===== config.mk =====
export PLATFORM = sky130hd
export DESIGN_NAME = texelLookup
export DESIGN_NICKNAME = d
export VERILOG_FILES = /design/src/texCacheAddrPkg.sv /design/src/texCacheDataPkg.sv /design/src/texelLookup.sv
export VERILOG_INCLUDE_DIRS = /design/src
export SDC_FILE = /design/constraint.sdc
export NUM_CORES = 1
export LEC_CHECK = 0
export ABC_CLOCK_PERIOD_IN_PS = 1340
export BUFFER_PORTS_ARGS = -buffer_cell sky130_fd_sc_hd__buf_4
export CORE_AREA = 5 5 57 59
export DETAILED_ROUTE_END_ITERATION = 12
export DIE_AREA = 0 0 62 64
export PLACE_DENSITY = 0.78
export SYNTH_ARGS = -nofsm -noshare
export SYNTH_HDL_FRONTEND = slang
export SYNTH_SLANG_ARGS = --single-unit

===== constraint.sdc =====
create_clock -name clk -period 1.34 [get_ports clk]
set_input_delay 0.067 -clock clk [delete_from_list [all_inputs] [get_ports clk]]
set_output_delay 0.067 -clock clk [all_outputs]
set_load 0.03 [all_outputs]

===== src/texCache_defines.svh =====
// texel cache widths: byte address, line index, line, texel and the derived tag
`ifndef TEX_CACHE_DEFINES_SVH
`define TEX_CACHE_DEFINES_SVH

// 1 MB video memory, byte addressed
`define TC_ADDR_BITS 20

// 8 -> 256 lines (2 KB), 9 -> 512 lines (4 KB)
`define TC_INDEX_BITS 8

`define TC_LINE_BITS 64 // one atomic write fills one line
`define TC_TEXEL_BITS 16 // texel handed to the rasterizer
`define TC_OFFSET_BITS 3 // byte offset inside a 64-bit line

// what is left above index and offset is the tag
`define TC_TAG_BITS (`TC_ADDR_BITS - `TC_INDEX_BITS - `TC_OFFSET_BITS)

`endif


===== src/texCacheAddrPkg.sv =====
// address-field types of the texel cache: byte address, line index, tag, word select
`include "texCache_defines.svh"

package texCacheAddrPkg;

	// full byte address, in vram or in swizzled cache space
	typedef logic [`TC_ADDR_BITS-1:0] texAddr_t;

	// selects one of the direct-mapped lines
	typedef logic [`TC_INDEX_BITS-1:0] lineIndex_t;

	// upper cache-address bits kept next to the data
	typedef logic [`TC_TAG_BITS-1:0] lineTag_t;

	// texel inside a line, from address bits 2..1
	// bit 0 is the byte inside a 16-bit texel and is never looked at
	typedef logic [`TC_OFFSET_BITS-2:0] wordSel_t;

endpackage


===== src/texCacheDataPkg.sv =====
// data types of the texel cache: line, texel and the stored tag+line entry
`include "texCache_defines.svh"

package texCacheDataPkg;

	// one cache line, four texels, texel 0 in the low bits
	typedef logic [`TC_LINE_BITS-1:0] line_t;

	// single 16-bit texel
	typedef logic [`TC_TEXEL_BITS-1:0] texel_t;

	// what one RAM word holds
	// tag on top so a dump reads tag first
	typedef struct packed {
		texCacheAddrPkg::lineTag_t tag; // swizzled address bits above the index
		line_t data; // the 64-bit write as it came in
	} entry_t;

endpackage


===== src/texelLookup.sv =====
// one read port of the texel cache: tag compare and texel select on the registered line
`include "texCache_defines.svh"

module texelLookup (
	input logic clk,
	input texCacheAddrPkg::texAddr_t lookAddr, // cache-space address, sampled each edge
	input texCacheDataPkg::line_t line, // registered line from the store
	input texCacheAddrPkg::lineTag_t storedTag, // tag that came with it
	input logic valid, // registered valid bit for the same index
	output texCacheDataPkg::texel_t texel,
	output logic hit
);

	texCacheAddrPkg::lineTag_t lookTag; // look tag, one cycle late like the line
	texCacheAddrPkg::wordSel_t wordSel;

	// index went to the RAM this edge, keep the rest for the next cycle
	always_ff @(posedge clk) begin
		lookTag <= lookAddr[`TC_ADDR_BITS-1 -: `TC_TAG_BITS];
		wordSel <= lookAddr[1 +: (`TC_OFFSET_BITS-1)]; // bits 2..1
	end

	// a stale tag on a valid line is a miss
	assign hit = valid && (storedTag == lookTag);

	// word 0 sits at the bottom of the line
	assign texel = line[wordSel*`TC_TEXEL_BITS +: `TC_TEXEL_BITS];

endmodule

==> results of run 1 <==
==> report_power, final <==
part	leakage [nW]	total (mW)	switching, mW	internal [mW]
registers	0.0932	0.357	0.0122	0.345
logic	0.729	0.613	0.226	0.387
clock network	0.0150	0.219	0.104	0.115
==> worst max path at each step <==
| stage | start | endpoint | slack [ns] | depth (start not counted) |
|---|---|---|---|---|
| after floorplan | lookTag[2] | hit | 0.04 | 3 |
| after global routing | wordSel[0] | texel[10] | -0.25 | 3 |
| after global placement | wordSel[0] | texel[11] | 0.02 | 3 |
| final | wordSel[0] | texel[10] | -0.20 | 3 |
| after detailed placement | wordSel[0] | texel[2] | -0.03 | 3 |
| after CTS | wordSel[0] | texel[10] | -0.23 | 3 |
==> kinds of logic after synthesis <==
logic type | after synthesis
simple gates | 4
flops | 11
buf+inv | 4
xor+xnor | 9
mux | 16
==> synthesized netlist by cell type <==
library cell | count | share of area [%]
sky130_fd_sc_hd__buf_12 | 1 | 2.7
sky130_fd_sc_hd__buf_2 | 2 | 1.3
sky130_fd_sc_hd__buf_6 | 1 | 1.5
sky130_fd_sc_hd__dfxtp_1 | 11 | 30
sky130_fd_sc_hd__mux4_1 | 6 | 21
sky130_fd_sc_hd__mux4_2 | 10 | 30
sky130_fd_sc_hd__nand2_1 | 1 | 0.50
sky130_fd_sc_hd__nand4_1 | 2 | 1.7
sky130_fd_sc_hd__nor3_1 | 1 | 0.67
sky130_fd_sc_hd__xnor2_1 | 9 | 11
==> worst max-delay path: stages (launching register included) <==
cell,delay (ns)
sky130_fd_sc_hd__dfxtp_4,0.38
sky130_fd_sc_hd__buf_12,0.14
sky130_fd_sc_hd__mux4_2,0.53
sky130_fd_sc_hd__buf_6,0.16
==> layout by cell type (no fill, tap or decap) <==
| master | instances |
|---|---|
| sky130_fd_sc_hd__buf_4 | 86 |
| sky130_fd_sc_hd__buf_12 | 2 |
| sky130_fd_sc_hd__dfxtp_4 | 1 |
| sky130_fd_sc_hd__buf_6 | 16 |
| sky130_fd_sc_hd__dfxtp_1 | 8 |
| sky130_fd_sc_hd__clkbuf_4 | 3 |
| sky130_fd_sc_hd__dfxtp_2 | 2 |
| sky130_fd_sc_hd__nand2_1 | 1 |
| sky130_fd_sc_hd__buf_16 | 1 |
| sky130_fd_sc_hd__dlygate4sd3_1 | 11 |
| sky130_fd_sc_hd__xnor2_1 | 6 |
| sky130_fd_sc_hd__mux4_2 | 16 |
| sky130_fd_sc_hd__nand4_1 | 2 |
| sky130_fd_sc_hd__clkbuf_1 | 1 |
| sky130_fd_sc_hd__nor3_2 | 1 |
| sky130_fd_sc_hd__xnor2_2 | 3 |
==> registers in the layout (all words and copies together), names as in the netlist <==
name / cells
wordSel: 2
lookTag: 9
==> layout make-up <==
type                       count  area (um2)  share of cell area (%)
sequential                    11         226                    12.7
multi-input combinational     29         488                    27.4
clock buffer                   4        26.3                    1.47
timing repair buffer         116        1000                    56.3
tap                           31        38.8                    2.18
==> per-layer routing <==
metal / vias up / share of wire (%) / wire (um) / global-route usage, %
met1: 390 / 30 / 993 / 16.7
li1: 416 / - / - / -
met5: - / 0 / 0 / 0
met2: 74 / 52 / 1720 / 31.5
met3: 0 / 18 / 598 / 4.63
met4: 0 / 0 / 0 / 3.98
==> through the flow <==
stage,util (%),setup TNS (ns),power (mW),cell area (um2)
after global routing,67.0,-3.67,1.25,1780
after detailed placement,58.1,-0.0559,0.886,1550
after floorplan,-,0,0.606,744
after global placement,58.1,0,0.877,1550
after CTS,65.8,-3.23,1.19,1750
final,67.0,-2.84,1.19,1780
==> timing repair <==
action                                  in CTS  in global routing
gates resized for setup                     25                  6
hold buffers                                11                  0
gates cloned                                 1                  0
pin swaps                                    0                 10
hold endpoints to repair                    11                  0
endpoints found under the setup margin      16                 17
==> impl_results.rst, run 1 <==
.. list-table::
   :header-rows: 1

   * - Metric
     - Value
   * - Worst-path maximum fanout
     - 8
   * - Required time of the worst setup path
     - around 1.3 ns
   * - Clock Root Buffer
     - sky130_fd_sc_hd__clkbuf_4
   * - Portion of netlist area occupied by mux cells
     - between 50% and 60%
   * - First drt pass iteration count
     - 3
   * - Count of clock tree sinks
     - 11
   * - Post-CTS Setup Bufs
     - 0
   * - Number of register bits inferred by synthesis
     - 11
   * - Mapped Avg Cell Area
     - about 17 um2
   * - Global-route wire length before repair
     - 4930 um
   * - Gpl congestion
     - around 0.7
   * - Power Dens Cells
     - roughly 670 nW/um2
   * - Routed wire length
     - 3320 um
   * - Cell count after placement
     - between 150 and 200
   * - Post-synthesis cell area
     - roughly 740 um2
   * - Maximum resistive drop on vdd
     - 729 uV
   * - DIE WIDTH
     - slightly above 60 um
   * - Diodes inserted
     - 0
   * - Non-filler cells in the finished layout
     - 191
   * - Unrepaired setup endpoints after global routing
     - true
   * - Max-slew violation total from the final report
     - 0
   * - Floorplan Core Area
     - ~2700 um2
   * - Reported leakage power
     - around 0.84 nW
   * - Worst slack at placement
     - -0.0316 ns
   * - CP Class
     - flop to primary output
   * - Average routed wire per standard cell
     - approximately 17 um
   * - Xor and xnor fraction of the mapped netlist area
     - between 10% and 20%
   * - Synthesized-area fraction occupied by adder cells
     - 0%
   * - Post-layout min period
     - roughly 1.5 ns
   * - Startpoint of the tightest hold check path
     - lookAddr[2]
   * - Worst Hold Path Cells
     - 2
   * - Pin count of the biggest net entering global routing
     - 17
   * - H-tree lvl count
     - 1
   * - Failing checks
     - negative setup slack
   * - Starting utilization of the core area
     - ~28%
   * - Number of antenna violations at the first check in global routing
     - 0
   * - Layout Area Growth over Synthesis
     - 139%
   * - Endpoint type of the worst setup path
     - primary output
   * - Achievable Freq
     - approximately 0.65 GHz
   * - Number of endpoints with negative hold slack in the final report
     - 0
   * - Critical Path Source Type
     - flop
   * - Fill count
     - roughly 180
   * - Vias after detailed routing
     - between 800 and 900
   * - Number of buffers created by CTS
     - 3
   * - Via count of the first global-routing pass
     - 1044
   * - Sequential-to-total area share from yosys stat
     - between 20 and 30%
   * - Detailed Route Iter0 Violations
     - 12
   * - Post-synth net total
     - about 140
   * - Count of distinct cell types in the synthesized netlist
     - 10
   * - Min-Delay Endpoint
     - wordSel[1]
   * - DRC violation count after routing
     - 0
   * - Count of nets left with antenna violations after detail routing
     - 0
   * - Die extent in y
     - between 60 and 70 um
   * - Instance count of the mapped netlist
     - 44
   * - Warning count from the yosys run
     - 0
   * - Transition at the pin with the smallest max-transition slack
     - between 0.1 and 0.15 ns
   * - Number of ports placed on the die boundary
     - between 100 and 150
   * - Main combinational cell family by area after synthesis
     - multiplexers
   * - Tightest hold margin
     - around 0.44 ns
   * - Global route overflow
     - 0
   * - Arr. time, crit path
     - approximately 1.5 ns
   * - Final setup margin
     - -0.204 ns
   * - Compound-Gate Fraction of Synth Area
     - 0%
   * - Result of the run
     - finished, violations left
   * - Overall fraction of global-route tracks in use
     - about 16%
   * - Maximum count of clock buffers along a single path
     - 2
   * - TritonCTS clock tree
     - built
   * - Share of the clock period used by the worst path
     - 115%
   * - Simple logic cell fraction of the synthesized area
     - about 2.9%
   * - Port buffer count
     - slightly above 100
   * - Number of vias per cell
     - around 4.6
   * - Slew margin rel.
     - roughly 90%
   * - Final setup violation count
     - 16
   * - Worst min-delay path category
     - input port to flop
   * - Max cap viols
     - 0
   * - Register clock-pin slew on the reported worst setup and hold paths
     - 0.07 ns
   * - Die Outline Area
     - approximately 4000 um2
   * - Proportion of layout cells with a drive suffix above 1
     - ~80%
   * - Std cell rows
     - 19
   * - Post-layout net count
     - around 260
Power figures use the tool's default switching activity.
==> inputs of run 2 (changes only) <==
--- a/config.mk
+++ b/config.mk
@@ -8,10 +8,12 @@
 export LEC_CHECK = 0
 export ABC_CLOCK_PERIOD_IN_PS = 1340
 export BUFFER_PORTS_ARGS = -buffer_cell sky130_fd_sc_hd__buf_4
-export CORE_AREA = 5 5 57 59
+export CELL_PAD_IN_SITES_DETAIL_PLACEMENT = 0
+export CELL_PAD_IN_SITES_GLOBAL_PLACEMENT = 1
+export CORE_AREA = 5 5 69 71
 export DETAILED_ROUTE_END_ITERATION = 12
-export DIE_AREA = 0 0 62 64
-export PLACE_DENSITY = 0.78
+export DIE_AREA = 0 0 74 76
+export PLACE_DENSITY_LB_ADDON = 0.1
 export SYNTH_ARGS = -nofsm -noshare
 export SYNTH_HDL_FRONTEND = slang
 export SYNTH_SLANG_ARGS = --single-unit
==> run 2 against run 1 <==
  * The run still ends with negative setup slack left
  * Core utilization is 24 points lower
  * First-iteration DRC count is 8.3% lower
  * Sequential share of layout area is 0.33 points lower
  * Die area is 42% higher
  * Sequential power hardly changed
  * Fmax is 1.1% higher
  * Wire length is 12% higher
  * Final area is 1.5% higher
  * Via count is 4.4% higher
  * Clock power is 44% higher
  * Count of clock-buffer cells in the layout stayed put
  * Final cell count is 11% higher
  * Largest cell class unchanged
==> impl_results.rst, run 2 (synthesized netlist as in run 1, its figures left out) <==
.. list-table::
   :header-rows: 1

   * - Metric
     - Value
   * - Worst slack at placement
     - -0.00726 ns (+0.0243 ns)
   * - Die extent in y
     - 76 um (+19%)
   * - Gpl congestion
     - 0.784 (+12%)
   * - Maximum count of clock buffers along a single path
     - 2 (unchanged)
   * - Final Util
     - 43.4% (-24 points)
   * - Post-layout min period
     - 1.53 ns (-0.0163 ns)
   * - Registers with the most flip-flops
     - lookTag: 9 flops, wordSel: 2 flops
   * - Unrepaired setup endpoints after global routing
     - true
   * - Flip-flop count of the largest register after layout
     - 9 (unchanged)
   * - Critical Path Source Type
     - flop
   * - Diodes inserted
     - 0 (unchanged)
   * - Maximum resistive drop on vdd
     - 569 uV (-22%)
   * - Clock Root Buffer
     - sky130_fd_sc_hd__clkbuf_8
   * - Std cell rows
     - 24 (+5)
   * - Sequential fraction of design power
     - 27.8% (-2.2 points)
   * - Register ranked first by flip-flop count
     - lookTag
   * - Non-filler cells in the finished layout
     - 212 (+11%)
   * - Floorplan Core Area
     - 4170 um2 (+57%)
   * - Global-route wire length before repair
     - 5250 um (+6.4%)
   * - Worst Hold Path Cells
     - 2 (unchanged)
   * - Number of endpoints with negative hold slack in the final report
     - 0 (unchanged)
   * - Via count of the first global-routing pass
     - 1083 (+3.7%)
   * - Required time of the worst setup path
     - 1.27 ns (about the same)
   * - Post-layout net count
     - 256 (unchanged)
   * - First drt pass iteration count
     - 4 (+1)
   * - Arr. time, crit path
     - 1.46 ns (-0.02 ns)
   * - Detailed Route Iter0 Violations
     - 11 (-1)
   * - Share of the clock period used by the worst path
     - 114% (-1.2 points)
   * - Final setup violation count
     - 16 (unchanged)
   * - Endpoint type of the worst setup path
     - primary output
   * - Transition at the pin with the smallest max-transition slack
     - 0.139 ns (-0.00846 ns)
   * - Number of vias per cell
     - 4.33 (-5.9%)
   * - Pin count of the biggest net entering global routing
     - 17 (unchanged)
   * - Register clock-pin slew on the reported worst setup and hold paths
     - 0.04 ns (-0.03 ns)
   * - H-tree lvl count
     - 1 (unchanged)
   * - Commonest cells after routing, fill and taps aside
     - sky130_fd_sc_hd__buf_4, sky130_fd_sc_hd__mux4_2, sky130_fd_sc_hd__buf_6
   * - Die Outline Area
     - 5620 um2 (+42%)
   * - Number of ports placed on the die boundary
     - 112 (unchanged)
   * - Routed wire length
     - 3710 um (+12%)
   * - Final setup margin
     - -0.188 ns (+0.0163 ns)
   * - DRC violation count after routing
     - 0 (unchanged)
   * - Internal power
     - 0.936 mW (+11%)
   * - Logic pwr share
     - 47.8% (-3.8 points)
   * - Number of buffers created by CTS
     - 3 (unchanged)
   * - Worst min-delay path category
     - input port to flop
   * - Sw frac
     - 27.3% (-1.5 points)
   * - Global route overflow
     - 0 (unchanged)
   * - Overall fraction of global-route tracks in use
     - 12.6% (-3.9 points)
   * - Max-slew violation total from the final report
     - 0 (unchanged)
   * - TritonCTS clock tree
     - built
   * - Vias after detailed routing
     - 919 (+4.4%)
   * - Count of clock tree sinks
     - 11 (unchanged)
   * - Most common cell after layout, fill and taps aside
     - sky130_fd_sc_hd__buf_4
   * - Clock share of power
     - 24.4% (+6.0 points)
   * - Starting utilization of the core area
     - 17.8% (-10 points)
   * - Failing checks
     - negative setup slack
   * - Slew margin rel.
     - 90.7% (+0.57 points)
   * - Count of nets left with antenna violations after detail routing
     - 0 (unchanged)
   * - Reported leakage power
     - 0.834 nW (-0.43%)
   * - Power Dens Cells
     - 711 nW/um2 (+6.7%)
   * - Max cap viols
     - 0 (unchanged)
   * - Switching power summed over all nets
     - 0.351 mW (+2.6%)
   * - Number of antenna violations at the first check in global routing
     - 0 (unchanged)
   * - DIE WIDTH
     - 74 um (+19%)
   * - Result of the run
     - finished, violations left
   * - Average routed wire per standard cell
     - 17.5 um (+0.74%)
   * - Proportion of layout cells with a drive suffix above 1
     - 79.4% (-2.5 points)
   * - Layout Area Growth over Synthesis
     - 143%
   * - Port buffer count
     - 102 (unchanged)
   * - Achievable Freq
     - 0.654 GHz (+1.1%)
   * - Worst-path maximum fanout
     - 8 (unchanged)
   * - Cell count after placement
     - 196 (+12%)
   * - CP Class
     - flop to primary output
## run 2: final timing paths
path | startpoint | to | slack [ns]
max | wordSel[0] | texel[5] | -0.19
min | lookAddr[18] | lookTag[7] | 0.47
## run 2: routing by layer
layer	vias to the layer above	GRT usage (%)	routed length [um]
li1	412	-	-
met4	0	3.44	49
met1	423	11.7	1080
met5	-	0	0
met3	5	3.30	556
met2	79	25.4	2020
## run 2: power groups by stage
| stage | Clock (mW) | Sequential (mW) | Combinational, mW |
|---|---|---|---|
| after CTS | 0.327 | 0.357 | 0.619 |
| final | 0.315 | 0.357 | 0.615 |
| after global placement | 0 | 0.362 | 0.535 |
| after floorplan | 0 | 0.358 | 0.248 |
| after detailed placement | 0 | 0.362 | 0.538 |
| after global routing | 0.348 | 0.359 | 0.649 |
## run 2: stage by stage
step | TNS [ns] | hold slack, ns | power, mW | cell area [um2]
2_1_floorplan | 0 | 0.0947 | 0.606 | 744
3_3_place_gp | 0 | 0.172 | 0.897 | 1570
3_5_place_dp | -0.0131 | 0.172 | 0.899 | 1570
4_1_cts | -2.77 | 0.469 | 1.30 | 1800
5_1_grt | -3.30 | 0.474 | 1.36 | 1810
6_report | -2.46 | 0.474 | 1.29 | 1810
## run 2: layout make-up
type	instances	area (um2)
tap	52	65.1
fill	407	2360
sequential	11	224
multi-input combinational	29	473
clock buffer	4	45.0
timing repair buffer	116	1000
## run 2: timing repair
item	CTS	global route
pin swaps	0	0
endpoints found under the setup margin	16	17
gates cloned	1	0
hold buffers	11	0
setup buffers	0	0
hold endpoints to repair	11	0
resized for setup	25	2
## run 2: critical path, stage by stage, from the launching register on
cell and delay (ns):
sky130_fd_sc_hd__dfxtp_4 0.38, sky130_fd_sc_hd__buf_12 0.14, sky130_fd_sc_hd__mux4_2 0.54, sky130_fd_sc_hd__buf_6 0.16
