## src/texCache_defines.svh

```systemverilog
// texel cache widths: byte address, line index, line, texel and the derived tag
`ifndef TEX_CACHE_DEFINES_SVH
`define TEX_CACHE_DEFINES_SVH

// 1 MB video memory, byte addressed
`define TC_ADDR_BITS 20

// 8 -> 256 lines (2 KB), 9 -> 512 lines (4 KB)
`define TC_INDEX_BITS 8

`define TC_LINE_BITS 64 // one atomic write fills one line
`define TC_TEXEL_BITS 16 // texel handed to the rasterizer
`define TC_OFFSET_BITS 3 // byte offset inside a 64-bit line

// what is left above index and offset is the tag
`define TC_TAG_BITS (`TC_ADDR_BITS - `TC_INDEX_BITS - `TC_OFFSET_BITS)

`endif

```

## src/texCacheAddrPkg.sv

```systemverilog
// address-field types of the texel cache: byte address, line index, tag, word select
`include "texCache_defines.svh"

package texCacheAddrPkg;

	// full byte address, in vram or in swizzled cache space
	typedef logic [`TC_ADDR_BITS-1:0] texAddr_t;

	// selects one of the direct-mapped lines
	typedef logic [`TC_INDEX_BITS-1:0] lineIndex_t;

	// upper cache-address bits kept next to the data
	typedef logic [`TC_TAG_BITS-1:0] lineTag_t;

	// texel inside a line, from address bits 2..1
	// bit 0 is the byte inside a 16-bit texel and is never looked at
	typedef logic [`TC_OFFSET_BITS-2:0] wordSel_t;

endpackage

```

## src/lineValidTable.sv

```systemverilog
// per-line valid bits of the texel cache with bulk clear and two write-first lookups
`include "texCache_defines.svh"

module lineValidTable (
	input logic clk,
	input logic reset, // same effect as clearCache
	input logic clearCache, // level, drops every line on each edge it is high
	input logic write,
	input texCacheAddrPkg::lineIndex_t writeIndex, // already swizzled
	input texCacheAddrPkg::lineIndex_t lookIndexA,
	input texCacheAddrPkg::lineIndex_t lookIndexB,
	output logic validA, // aligned with lineA / tagA
	output logic validB
);

	localparam int unsigned LINES = 1 << `TC_INDEX_BITS;

	logic [LINES-1:0] validBits;
	logic clearing;
	logic setA; // write makes port A's line valid this edge
	logic setB;

	assign clearing = reset || clearCache;
	assign setA = write && (writeIndex == lookIndexA);
	assign setB = write && (writeIndex == lookIndexB);

	// clear beats a write on the same edge
	always_ff @(posedge clk) begin
		if (clearing) begin
			validBits <= '0;
		end else if (write) begin
			validBits[writeIndex] <= 1'b1;
		end
	end

	// lookups see the table as it is after this edge
	always_ff @(posedge clk) begin
		if (clearing) begin
			validA <= 1'b0;
			validB <= 1'b0;
		end else begin
			validA <= validBits[lookIndexA] || setA;
			validB <= validBits[lookIndexB] || setB;
		end
	end

endmodule

```

## config.mk

```make
export PLATFORM = sky130hd
export DESIGN_NAME = lineValidTable
export DESIGN_NICKNAME = d
export VERILOG_FILES = /design/src/texCacheAddrPkg.sv /design/src/lineValidTable.sv
export VERILOG_INCLUDE_DIRS = /design/src
export SDC_FILE = /design/constraint.sdc
export NUM_CORES = 1
export LEC_CHECK = 0
export BUFFER_PORTS_ARGS = -buffer_cell sky130_fd_sc_hd__buf_4
export CAP_MARGIN = 25
export CELL_PAD_IN_SITES_DETAIL_PLACEMENT = 1
export CELL_PAD_IN_SITES_GLOBAL_PLACEMENT = 1
export CORE_MARGIN = 10
export CORE_UTILIZATION = 40
export CTS_CLUSTER_DIAMETER = 200
export DETAILED_ROUTE_END_ITERATION = 12
export HOLD_SLACK_MARGIN = 0.06
export PLACE_DENSITY = 0.73
export SLEW_MARGIN = 40
export SYNTH_ARGS = -nofsm -noshare
export SYNTH_HDL_FRONTEND = slang
export SYNTH_SLANG_ARGS = --single-unit
```

## constraint.sdc

```tcl
create_clock -name clk -period 1.9 [get_ports clk]
set_input_delay 0.19 -clock clk [delete_from_list [all_inputs] [get_ports clk]]
set_output_delay 0.19 -clock clk [all_outputs]
set_load 0.01 [all_outputs]
```

==> results of run 1 <==
## state kept, by name, summed over array words and instances, names as in the netlist
name / flops
validB: 1
validA: 1
validBits: 256
## where the power goes
| group | switching, mW | total, mW | leakage, nW | internal [mW] |
|---|---|---|---|---|
| registers | 0.00640 | 5.42 | 2.08 | 5.42 |
| logic | 0.751 | 1.21 | 3.33 | 0.464 |
| clock network | 2.31 | 5.59 | 0.465 | 3.28 |
## worst max-delay path by stage
| stage | startpoint | to | slack [ns] |
|---|---|---|---|
| 6_report | validBits[151] | validA | -0.02 |
| 5_1_grt | validBits[40] | validB | -0.10 |
| 4_1_cts | validBits[111] | validB | -0.02 |
| 3_5_place_dp | lookIndexB[0] | validB | -0.44 |
| 3_3_place_gp | lookIndexA[0] | validA | -0.43 |
| 2_1_floorplan | lookIndexB[0] | validB | -0.05 |
## cell families after synthesis
| family | count (synthesis) |
|---|---|
| xor+xnor | 16 |
| buf+inv | 128 |
| mux | 167 |
| flops | 258 |
| simple gates | 411 |
| compound gates | 366 |
## cells in the final DEF (no fill, tap or decap), drive strengths merged, types with 2 or more instances in the layout
cell     count
a211oi       8
a2111o       3
inv          6
nor4         8
a2111oi      6
o22ai       20
clkinv       6
nand4        5
a22oi        9
nor2b       12
a32oi        2
a21oi      269
buf        244
xnor2        6
nor2       284
clkbuf      45
a211o        3
o221ai      22
nand2       32
a22o         3
mux4        98
mux2i       69
and2        19
nor3        19
dfxtp      258
nand2b      14
o21ai       12
nand3       11
xor2        10
or3          2
## metrics by stage
stage | total power [mW] | cell area [µm²] | worst slack, ns
floorplan | 6.21 | 12900 | -0.0549
global placement | 6.68 | 14800 | -0.430
detailed placement | 6.70 | 14800 | -0.442
CTS | 12.3 | 15900 | -0.0250
global route | 12.6 | 15900 | -0.102
finish | 12.2 | 15900 | -0.0207
## metal layers
metal  up-vias  part of all wire  track usage
li1       5205                 -            -
met1      6114              0.39        0.304
met2       562              0.48        0.425
met3       145             0.076       0.0419
met4         0             0.051        0.117
met5         -                 0            0
## area by class of cell
class                           instances  share of cell area
Sequential cell                       258               0.325
Tap cell                              402              0.0316
Clock buffer                           45              0.0551
Timing Repair Buffer                  245               0.138
Multi-Input combinational cell        960               0.444
Clock inverter                          7             0.00417
Inverter                                7             0.00165
## timing repair
action	4_1_cts	5_1_grt
resized for setup	32	10
endpoints found under the hold margin	1	0
pin swaps	16	5
hold buffers	1	0
endpoints found under the setup margin	2	2
setup buffers	3	0
## worst max-delay path, stage by stage, from the launching register on
cell and delay, ns:
dfxtp_1 0.33, mux4_2 0.49, mux4_2 0.49, o31a_1 0.26, nor2_2 0.12, o32ai_2 0.09
==> run_results.csv, run 1 <==
group,metric,value,unit
outcome,outcome,"complete, but fails checks",
outcome,violations,"negative setup slack",
die,io_pins,30,
clock_tree,cts.sinks,258,
drt,drtIter0Drc,958,
power_and_ir_drop,p_leak,5.88,nW
finish,finish.net_count,1529,
run,cap_violations,0,
die,chipHeight,199,µm
die,dieArea,39800,µm²
logic_synthesis,yosysMostFrequentCell,"nor2_1",
sta,slew_headroom,0.537,
sta,setup_violations,2,
clock_tree,tritoncts.num_buffers,29,
logic_synthesis,yosys.area_share.simple,0.136,
logic_synthesis,synth_common_cells,"284 x nor2_1, 269 x a21oi_1, 258 x dfxtp_1",
logic_synthesis,synth.area.top_cells,"dfxtp_1 40%, mux4_2 13%, a21oi_1 10%",
finish,final_cells,1924,
drt,drt_pass1_iterations,7,
die,start_util,0.407,
critical_path,r2r_cells,5,
logic_synthesis,synth-xor-area-share,0.0109,
clock_tree,clk_path_buf_depth,3,
logic_synthesis,async_flop_share,0,
logic_synthesis,synthFlopType,"dfxtp_1",
global_routing,grt_usage,0.250,
drt,final_antenna_net_count,0,
clock_tree,ctsHtreeMaxLevel,1,
logic_synthesis,synth_edf_count,0,
sta,setup_slack,-0.0207,ns
die,die_w,199,µm
finish,drive_gt1_frac,0.271,
sta,maxSlewViolCount,0,
sta,clock_skew,0.0119,ns
sta,hold_ws,0.0980,ns
placement,dp_hpwl,33.5,mm
clock_tree,clockRootBuffer,"clkbuf_16",
clock_tree,cts.reportedPaths.clkPinSlew,0.06,ns
logic_synthesis,syn_avg_cell_area,9.57,µm²
critical_path,worstPathRequired,2.32,ns
drt,viasPerCell,6.25,
placement,place_inst,1869,
finish,multi_input_area,7060,µm²
logic_synthesis,synth-seq-area-share,0.401,
die,rows,65,
sta,fin_crit_sh,1.01,
hold_path,min_path_type,"input pin to flop",
global_routing,grt_max_degree,61,
hold_path,worstHoldEndpoint,"validA",
logic_synthesis,synthMuxAreaShare,0.231,
drt,vias,12026,
global_routing,antenna_found_initial,0,
clock_tree,clkLatencyLatePin,0.55,ns
global_routing,gr-total-overflow,0,
finish,fillers,3524,
die,core,31600,µm²
logic_synthesis,syn_inst,1346,
logic_synthesis,ys_types,58,
logic_synthesis,synth_top_family_by_area,"multiplexers",
logic_synthesis,ys_warn_count,0,
sta,fmax,521,MHz
finish,register_area,5170,µm²
logic_synthesis,synth_compound_area_frac,0.162,
logic_synthesis,synthesis.area,12900,µm²
sta,max_slew.worst_pin.slew,0.693,ns
clock_tree,cts_tree,"built",
drt,wirelength,50.1,mm
placement,port_buffers,29,
sta,rsz0062_at_grt,"true",
critical_path,reg2reg_to,"validA",
finish,antenna_cells,0,
global_routing,grt_pass1_wl,76.5,mm
hold_path,min_path_cells,4,
logic_synthesis,synth_fa_ha_area_frac,0,
critical_path,start_kind,"flop",
drt,drc,0,
hold_path,hp-start,"reset",
sta,hold_viol,0,
critical_path,path_class,"flop to flop",
placement,gp_congestion,0.904,
finish,syn2layout_area_growth,23.4,%
critical_path,cp_max_fo,3,
logic_synthesis,synth_top_cell_area_share,0.401,
logic_synthesis,synth_nets,1374,
sta,fin_crit,1.92,ns
critical_path,arrival,2.34,ns
finish,utilization,0.503,
power_and_ir_drop,p_per_area,769,nW/µm²
global_routing,grt_pass1_vias,12537,
critical_path,worstReg2RegStart,"validBits[151]",
critical_path,end_kind,"flop",
drt,wl_per_cell,26.0,µm
logic_synthesis,synth_top_area_cell,"dfxtp_1",
sta,fin_tns_setup,-0.0401,ns
logic_synthesis,synth_seq_cells,258,
critical_path,reg2reg_slack,-0.02,ns
power_and_ir_drop,irDropWorstVdd,0.844,mV
No activity file was read; power rests on OpenSTA's default activity.
==> run 2, diff against run 1 <==
--- a/config.mk
+++ b/config.mk
@@ -11,11 +11,12 @@
 export CELL_PAD_IN_SITES_DETAIL_PLACEMENT = 1
 export CELL_PAD_IN_SITES_GLOBAL_PLACEMENT = 1
 export CORE_MARGIN = 10
-export CORE_UTILIZATION = 40
+export CORE_UTILIZATION = 35
 export CTS_CLUSTER_DIAMETER = 200
 export DETAILED_ROUTE_END_ITERATION = 12
+export GPL_TIMING_DRIVEN = 0
 export HOLD_SLACK_MARGIN = 0.06
-export PLACE_DENSITY = 0.73
+export PLACE_DENSITY = 0.66
 export SLEW_MARGIN = 40
 export SYNTH_ARGS = -nofsm -noshare
 export SYNTH_HDL_FRONTEND = slang
==> run 2 against run 1 <==
Against the previous run:
- total power increased by 1.3%
- the run still ends with negative setup slack left
- die area grew 13%
- worst setup slack got worse by 0.19 ns
- largest cell class unchanged
- via count decreased by 3.5%
- clock skew fell by 0.0029 ns
- wire length increased by 8.8%
- sequential cell count unchanged
==> run_results.csv, run 2 (same netlist as run 1, synthesis figures left out) <==
group,metric,value,unit
critical_path,critical_path.max_stage_delay,0.47,ns
clock_tree,clockRootBuffer,"clkbuf_16",
clock_tree,ctsHtreeMaxLevel,1,
die,dieArea,44900,µm²
sta,fmax,474,MHz
critical_path,start_kind,"input pin",
die,rows,70,
placement,dp_hpwl,37.3,mm
finish,antenna_cells,0,
critical_path,arrival,2.56,ns
finish,regMostFlops,"validBits",
sta,hold_ws,0.0996,ns
sta,slew_headroom,0.371,
sta,clock_skew,0.00895,ns
global_routing,grt_usage,0.239,
critical_path,r2r_cells,6,
clock_tree,tritoncts.num_buffers,29,
drt,vias,11606,
clock_tree,cts.reportedPaths.clkPinSlew,0.06,ns
drt,drt_pass1_iterations,5,
run,cap_violations,0,
finish,finish.instance_area,14900,µm²
power_and_ir_drop,finalPower,12.4,mW
critical_path,cp_max_fo,10,
hold_path,min_path_type,"input pin to flop",
sta,fin_crit_sh,1.11,
global_routing,grt_max_degree,15,
drt,drtIter0Drc,1016,
global_routing,gr-total-overflow,0,
finish,largest_reg_flops,256,
outcome,outcome,"complete, but fails checks",
sta,setup_violations,2,
placement,place_inst,1828,
placement,port_buffers,14,
finish,final_common_cell,"nor2_1",
finish,drive_gt1_frac,0.187,
drt,final_antenna_net_count,0,
placement,place_area,13600,µm²
global_routing,antenna_found_initial,0,
die,chipHeight,212,µm
hold_path,min_path_cells,4,
drt,wirelength,54.5,mm
die,io_pins,30,
clock_tree,cts_tree,"built",
finish,fillers,4156,
power_and_ir_drop,irDropWorstVdd,0.642,mV
placement,gp_congestion,0.938,
sta,setup_slack,-0.209,ns
die,die_w,212,µm
critical_path,path_class,"input pin to flop",
drt,viasPerCell,6.17,
critical_path,worstPathRequired,2.36,ns
drt,wl_per_cell,29.0,µm
finish,mostFrequentLayoutCells,"281 x nor2_1, 268 x a21oi_1, 249 x dfxtp_1",
clock_tree,clk_path_buf_depth,3,
sta,fin_crit,2.11,ns
critical_path,crit_chain,"clkbuf_2 > clkinv_2 > o221ai_1 > o22ai_1 > o311ai_1 > o31a_1 > nor2_1 > o32ai_2",
die,start_util,0.354,
die,core,36400,µm²
drt,drc,0,
global_routing,grt_pass1_wl,79.1,mm
clock_tree,clkLatencyLatePin,0.58,ns
sta,max_slew.worst_pin.slew,0.943,ns
sta,hold_viol,0,
power_and_ir_drop,p_leak,5.09,nW
finish,top_regs,"validBits (256), validA (1), validB (1)",
global_routing,grt_pass1_vias,11786,
sta,rsz0062_at_grt,"true",
finish,final_cells,1880,
outcome,violations,"negative setup slack",
sta,maxSlewViolCount,0,
power_and_ir_drop,p_per_area,834,nW/µm²
clock_tree,cts.sinks,258,
finish,syn2layout_area_growth,15.3,%
finish,finish.net_count,1420,
critical_path,end_kind,"flop",
critical_path,worst_path_max_delay_cell,"clkinv_2",
[run 2: repair_timing]
item | 4_1_cts | 5_1_grt
pin swaps | 5 | 12
setup endpoints to repair | 184 | 159
gates resized for setup | 36 | 53
hold endpoints to repair | 1 | 0
cloned | 0 | 0
hold buffers | 1 | 0
buffers inserted | 0 | 1
[run 2: final timing paths]
path	from	to	slack (ns)
max reg2reg	validBits[40]	validA	-0.20
max	lookIndexA[4]	validA	-0.21
min	reset	validA	0.1
min reg2reg	validBits[59]	validBits[59]	0.47
[run 2: critical path: cells and delay by family]
family | cells | cell delay, ns
AOI/OAI and AO/OA | 5 | 1.43
buffers and inverters | 2 | 0.89
and+or+nand+nor | 1 | 0.05
[run 2: metrics by stage]
stage / TNS [ns] / utilization / setup WS, ns
2_1_floorplan: -0.0549 / - / -0.0549
3_3_place_gp: -198.79 / 0.373 / -1.57
3_5_place_dp: -160.34 / 0.374 / -1.15
4_1_cts: -0.346 / 0.404 / -0.236
5_1_grt: -0.331 / 0.408 / -0.195
6_report: -0.333 / 0.408 / -0.209
[run 2: routing by layer]
metal	part of all wire	vias up	track usage	wire length [µm]
met5	0	-	0	0
met4	0.050	0	0.110	2730
met3	0.083	144	0.0546	4520
met2	0.45	562	0.373	24600
met1	0.42	5898	0.308	22700
li1	-	5002	-	-
[run 2: layout make-up]
cell class | instances | area (µm²) | area share
clock inverter | 6 | 83.8 | 0.00564
inverter | 7 | 27.5 | 0.00185
multi-input combinational | 960 | 7140 | 0.481
clock buffer | 45 | 876 | 0.0590
tap | 468 | 586 | 0.0394
buffer | 120 | 835 | 0.0562
timing repair buffer | 16 | 123 | 0.00826
sequential | 258 | 5180 | 0.349
[run 2: power breakdown]
part | internal, mW | switching, mW
Combinational | 0.358 | 0.835
Sequential | 5.42 | 0.00396
Clock | 3.41 | 2.37
Total | 9.18 | 3.21
==> run 3, diff against run 2 <==
==> constraint.sdc (replaced) <==
create_clock -name clk -period 1.71 [get_ports clk]
set_input_delay 0.171 -clock clk [delete_from_list [all_inputs] [get_ports clk]]
set_output_delay 0.171 -clock clk [all_outputs]
set_load 0.01 [all_outputs]
==> run 3 against run 2 <==
Against the previous run:
- total power up 14%
- utilization up 0.23 points
- clock skew up 0.0041 ns
- count of clock-buffer cells in the layout down 3
- largest power group unchanged
- design area up 0.56%
- worst setup slack worse by 0.17 ns
- the flow still finishes with violations (negative setup slack)
- critical endpoint unchanged
- hold slack better by 0.00095 ns
==> run_results.csv, run 3 (same netlist as run 1, synthesis figures left out) <==
group,metric,value,unit
outcome,outcome,"complete, but fails checks",
outcome,violations,"negative setup slack",
power_and_ir_drop,sw_frac_of_total,0.257,
global_routing,antenna_found_initial,0,
critical_path,crit_chain,"buf_4 > buf_2 > nand2_1 > clkbuf_4 > o22ai_1 > nor3_1 > a31oi_1 > a22o_1 > a311oi_2 > o32ai_2",
finish,fillers,4149,
critical_path,reg2reg_slack,-0.38,ns
clock_tree,clkLatencyLatePin,0.59,ns
clock_tree,tritoncts.num_buffers,31,
finish,largest_reg_flops,256,
power_and_ir_drop,p_sw,3.64,mW
sta,slew_headroom,0.376,
clock_tree,cts.reportedPaths.clkPinSlew,0.06,ns
critical_path,worst_path_max_delay_cell,"clkbuf_4",
drt,wl_per_cell,28.9,µm
sta,maxSlewViolCount,0,
placement,port_buffers,14,
finish,final_cells,1882,
sta,hold_viol,0,
die,dieArea,44900,µm²
sta,setup_slack,-0.378,ns
critical_path,start_kind,"input pin",
drt,viasPerCell,6.20,
drt,drc,0,
critical_path,end_kind,"flop",
finish,regMostFlops,"validBits",
drt,drt_pass1_iterations,6,
clock_tree,ctsHtreeMaxLevel,1,
critical_path,worstReg2RegStart,"validBits[109]",
placement,gp_congestion,0.929,
global_routing,gr-total-overflow,0,
global_routing,grt_max_degree,16,
drt,wirelength,54.5,mm
hold_path,hp-start,"lookIndexB[7]",
critical_path,reg2reg_to,"validA",
finish,syn2layout_area_growth,15.9,%
finish,drive_gt1_frac,0.178,
sta,fmax,479,MHz
clock_tree,cts_setup_buffers,0,
critical_path,path_class,"input pin to flop",
sta,rsz0062_at_grt,"true",
sta,setup_violations,3,
critical_path,cp_max_fo,10,
sta,fin_crit,2.09,ns
die,start_util,0.354,
finish,top_regs,"validBits (256), validA (1), validB (1)",
clock_tree,clk_path_buf_depth,3,
critical_path,r2r_cells,7,
drt,final_antenna_net_count,0,
power_and_ir_drop,p_int,10.5,mW
power_and_ir_drop,p_leak,5.17,nW
drt,vias,11664,
sta,max_slew.worst_pin.slew,0.936,ns
placement,pre_cts_slack,-1.70,ns
global_routing,grt_pass1_wl,78.9,mm
placement,dp_hpwl,37.3,mm
critical_path,path_buf_inv,3,
placement,place_inst,1828,
hold_path,min_path_cells,4,
die,io_pins,30,
clock_tree,cts.sinks,258,
finish,finish.net_count,1423,
global_routing,grt_pass1_vias,11790,
hold_path,min_path_type,"input pin to flop",
die,rows,70,
critical_path,worstPathRequired,2.14,ns
critical_path,arrival,2.52,ns
sta,fin_tns_setup,-0.785,ns
critical_path,crit_family,"compound AO/OA/AOI/OAI gates",
drt,drtIter0Drc,1098,
run,cap_violations,0,
finish,antenna_cells,0,
power_and_ir_drop,seqPwrFrac,0.425,
power_and_ir_drop,power_frac_comb,0.094,
die,core,36400,µm²
power_and_ir_drop,p_per_area,948,nW/µm²
sta,clock_skew,0.0130,ns
global_routing,grt_usage,0.238,
finish,mostFrequentLayoutCells,"282 x nor2_1, 269 x a21oi_1, 257 x dfxtp_1",
sta,fin_crit_sh,1.22,
critical_path,critical_path.max_stage_delay,0.38,ns
die,die_w,212,µm
power_and_ir_drop,clkPwrFrac,0.481,
power_and_ir_drop,irDropWorstVdd,0.692,mV
hold_path,worstHoldEndpoint,"validB",
clock_tree,cts_tree,"built",
clock_tree,clockRootBuffer,"clkbuf_16",
die,chipHeight,212,µm
finish,final_common_cell,"nor2_1",
==> run 3: cell count changes in the layout (fill, tap and decap cells not counted), moves of 4 or more <==
cell | before | now
clkbuf_2 | 25 | 16
dfxtp_1 | 249 | 257
dfxtp_2 | 9 | 1
buf_2 | 5 | 11
clkbuf_1 | 55 | 50
and2_0 | 9 | 5
and2_1 | 10 | 14
==> run 3: how the worst max path moves through the flow <==
stage | slack [ns] | from | endpoint | depth (start not counted)
after floorplan | -0.23 | lookIndexB[0] | validB | 8
after global placement | -1.68 | lookIndexA[4] | validA | 8
after detailed placement | -1.70 | lookIndexA[4] | validA | 8
after CTS | -0.38 | validBits[111] | validA | 7
after global routing | -0.40 | validBits[99] | validA | 6
final | -0.38 | lookIndexA[2] | validA | 10
==> run 3: metrics by stage <==
| step | hold WS (ns) | util | power (mW) | area [µm²] |
|---|---|---|---|---|
| 3_3_place_gp | 0.456 | 0.373 | 7.39 | 13600 |
| 6_report | 0.101 | 0.410 | 14.2 | 14900 |
| 2_1_floorplan | 0.348 | - | 6.90 | 12900 |
| 3_5_place_dp | 0.472 | 0.374 | 7.40 | 13600 |
| 5_1_grt | 0.0818 | 0.410 | 14.5 | 14900 |
| 4_1_cts | 0.0747 | 0.408 | 14.2 | 14900 |
==> run 3: area by class of cell <==
class	count	area, µm²	area share
plain buffers	120	842	0.0564
inverters	7	27.5	0.00184
repair buffers	17	135	0.00905
multi-input cells	960	7140	0.478
flip-flops and latches	258	5170	0.346
clock buffers	42	907	0.0607
clock inverters	10	129	0.00863
well taps	468	586	0.0392
==> run 3: repair_timing <==
item | in CTS | in global routing
endpoints found under the hold margin | 1 | 0
hold buffers | 3 | 0
resized for setup | 57 | 30
endpoints found under the setup margin | 204 | 177
pin swaps | 7 | 6
==> run 3: power by group through the flow <==
stage / Sequential [mW] / Clock (mW) / Combinational [mW]
3_5_place_dp: 6.15 / 0 / 1.25
2_1_floorplan: 6.15 / 0 / 0.742
3_3_place_gp: 6.15 / 0 / 1.24
6_report: 6.02 / 6.81 / 1.32
4_1_cts: 6.02 / 6.87 / 1.28
5_1_grt: 6.02 / 7.10 / 1.36
==> run 3: worst register-to-register path, stage by stage (launching register included) <==
cell and delay [ns]:
dfxtp_1 0.34, mux4_2 0.49, a22oi_2 0.20, nand3_2 0.15, nand4_1 0.13, nand3_1 0.10
a311oi_2 0.35, o32ai_2 0.18
==> run 3: metal layers <==
| metal | part of all wire | wire [µm] | vias up | track usage |
|---|---|---|---|---|
| li1 | - | - | 5010 | - |
| met1 | 0.42 | 22600 | 5930 | 0.307 |
| met2 | 0.46 | 25300 | 578 | 0.385 |
| met3 | 0.077 | 4210 | 146 | 0.0401 |
| met4 | 0.043 | 2360 | 0 | 0.0999 |
| met5 | 0 | 0 | - | 0 |
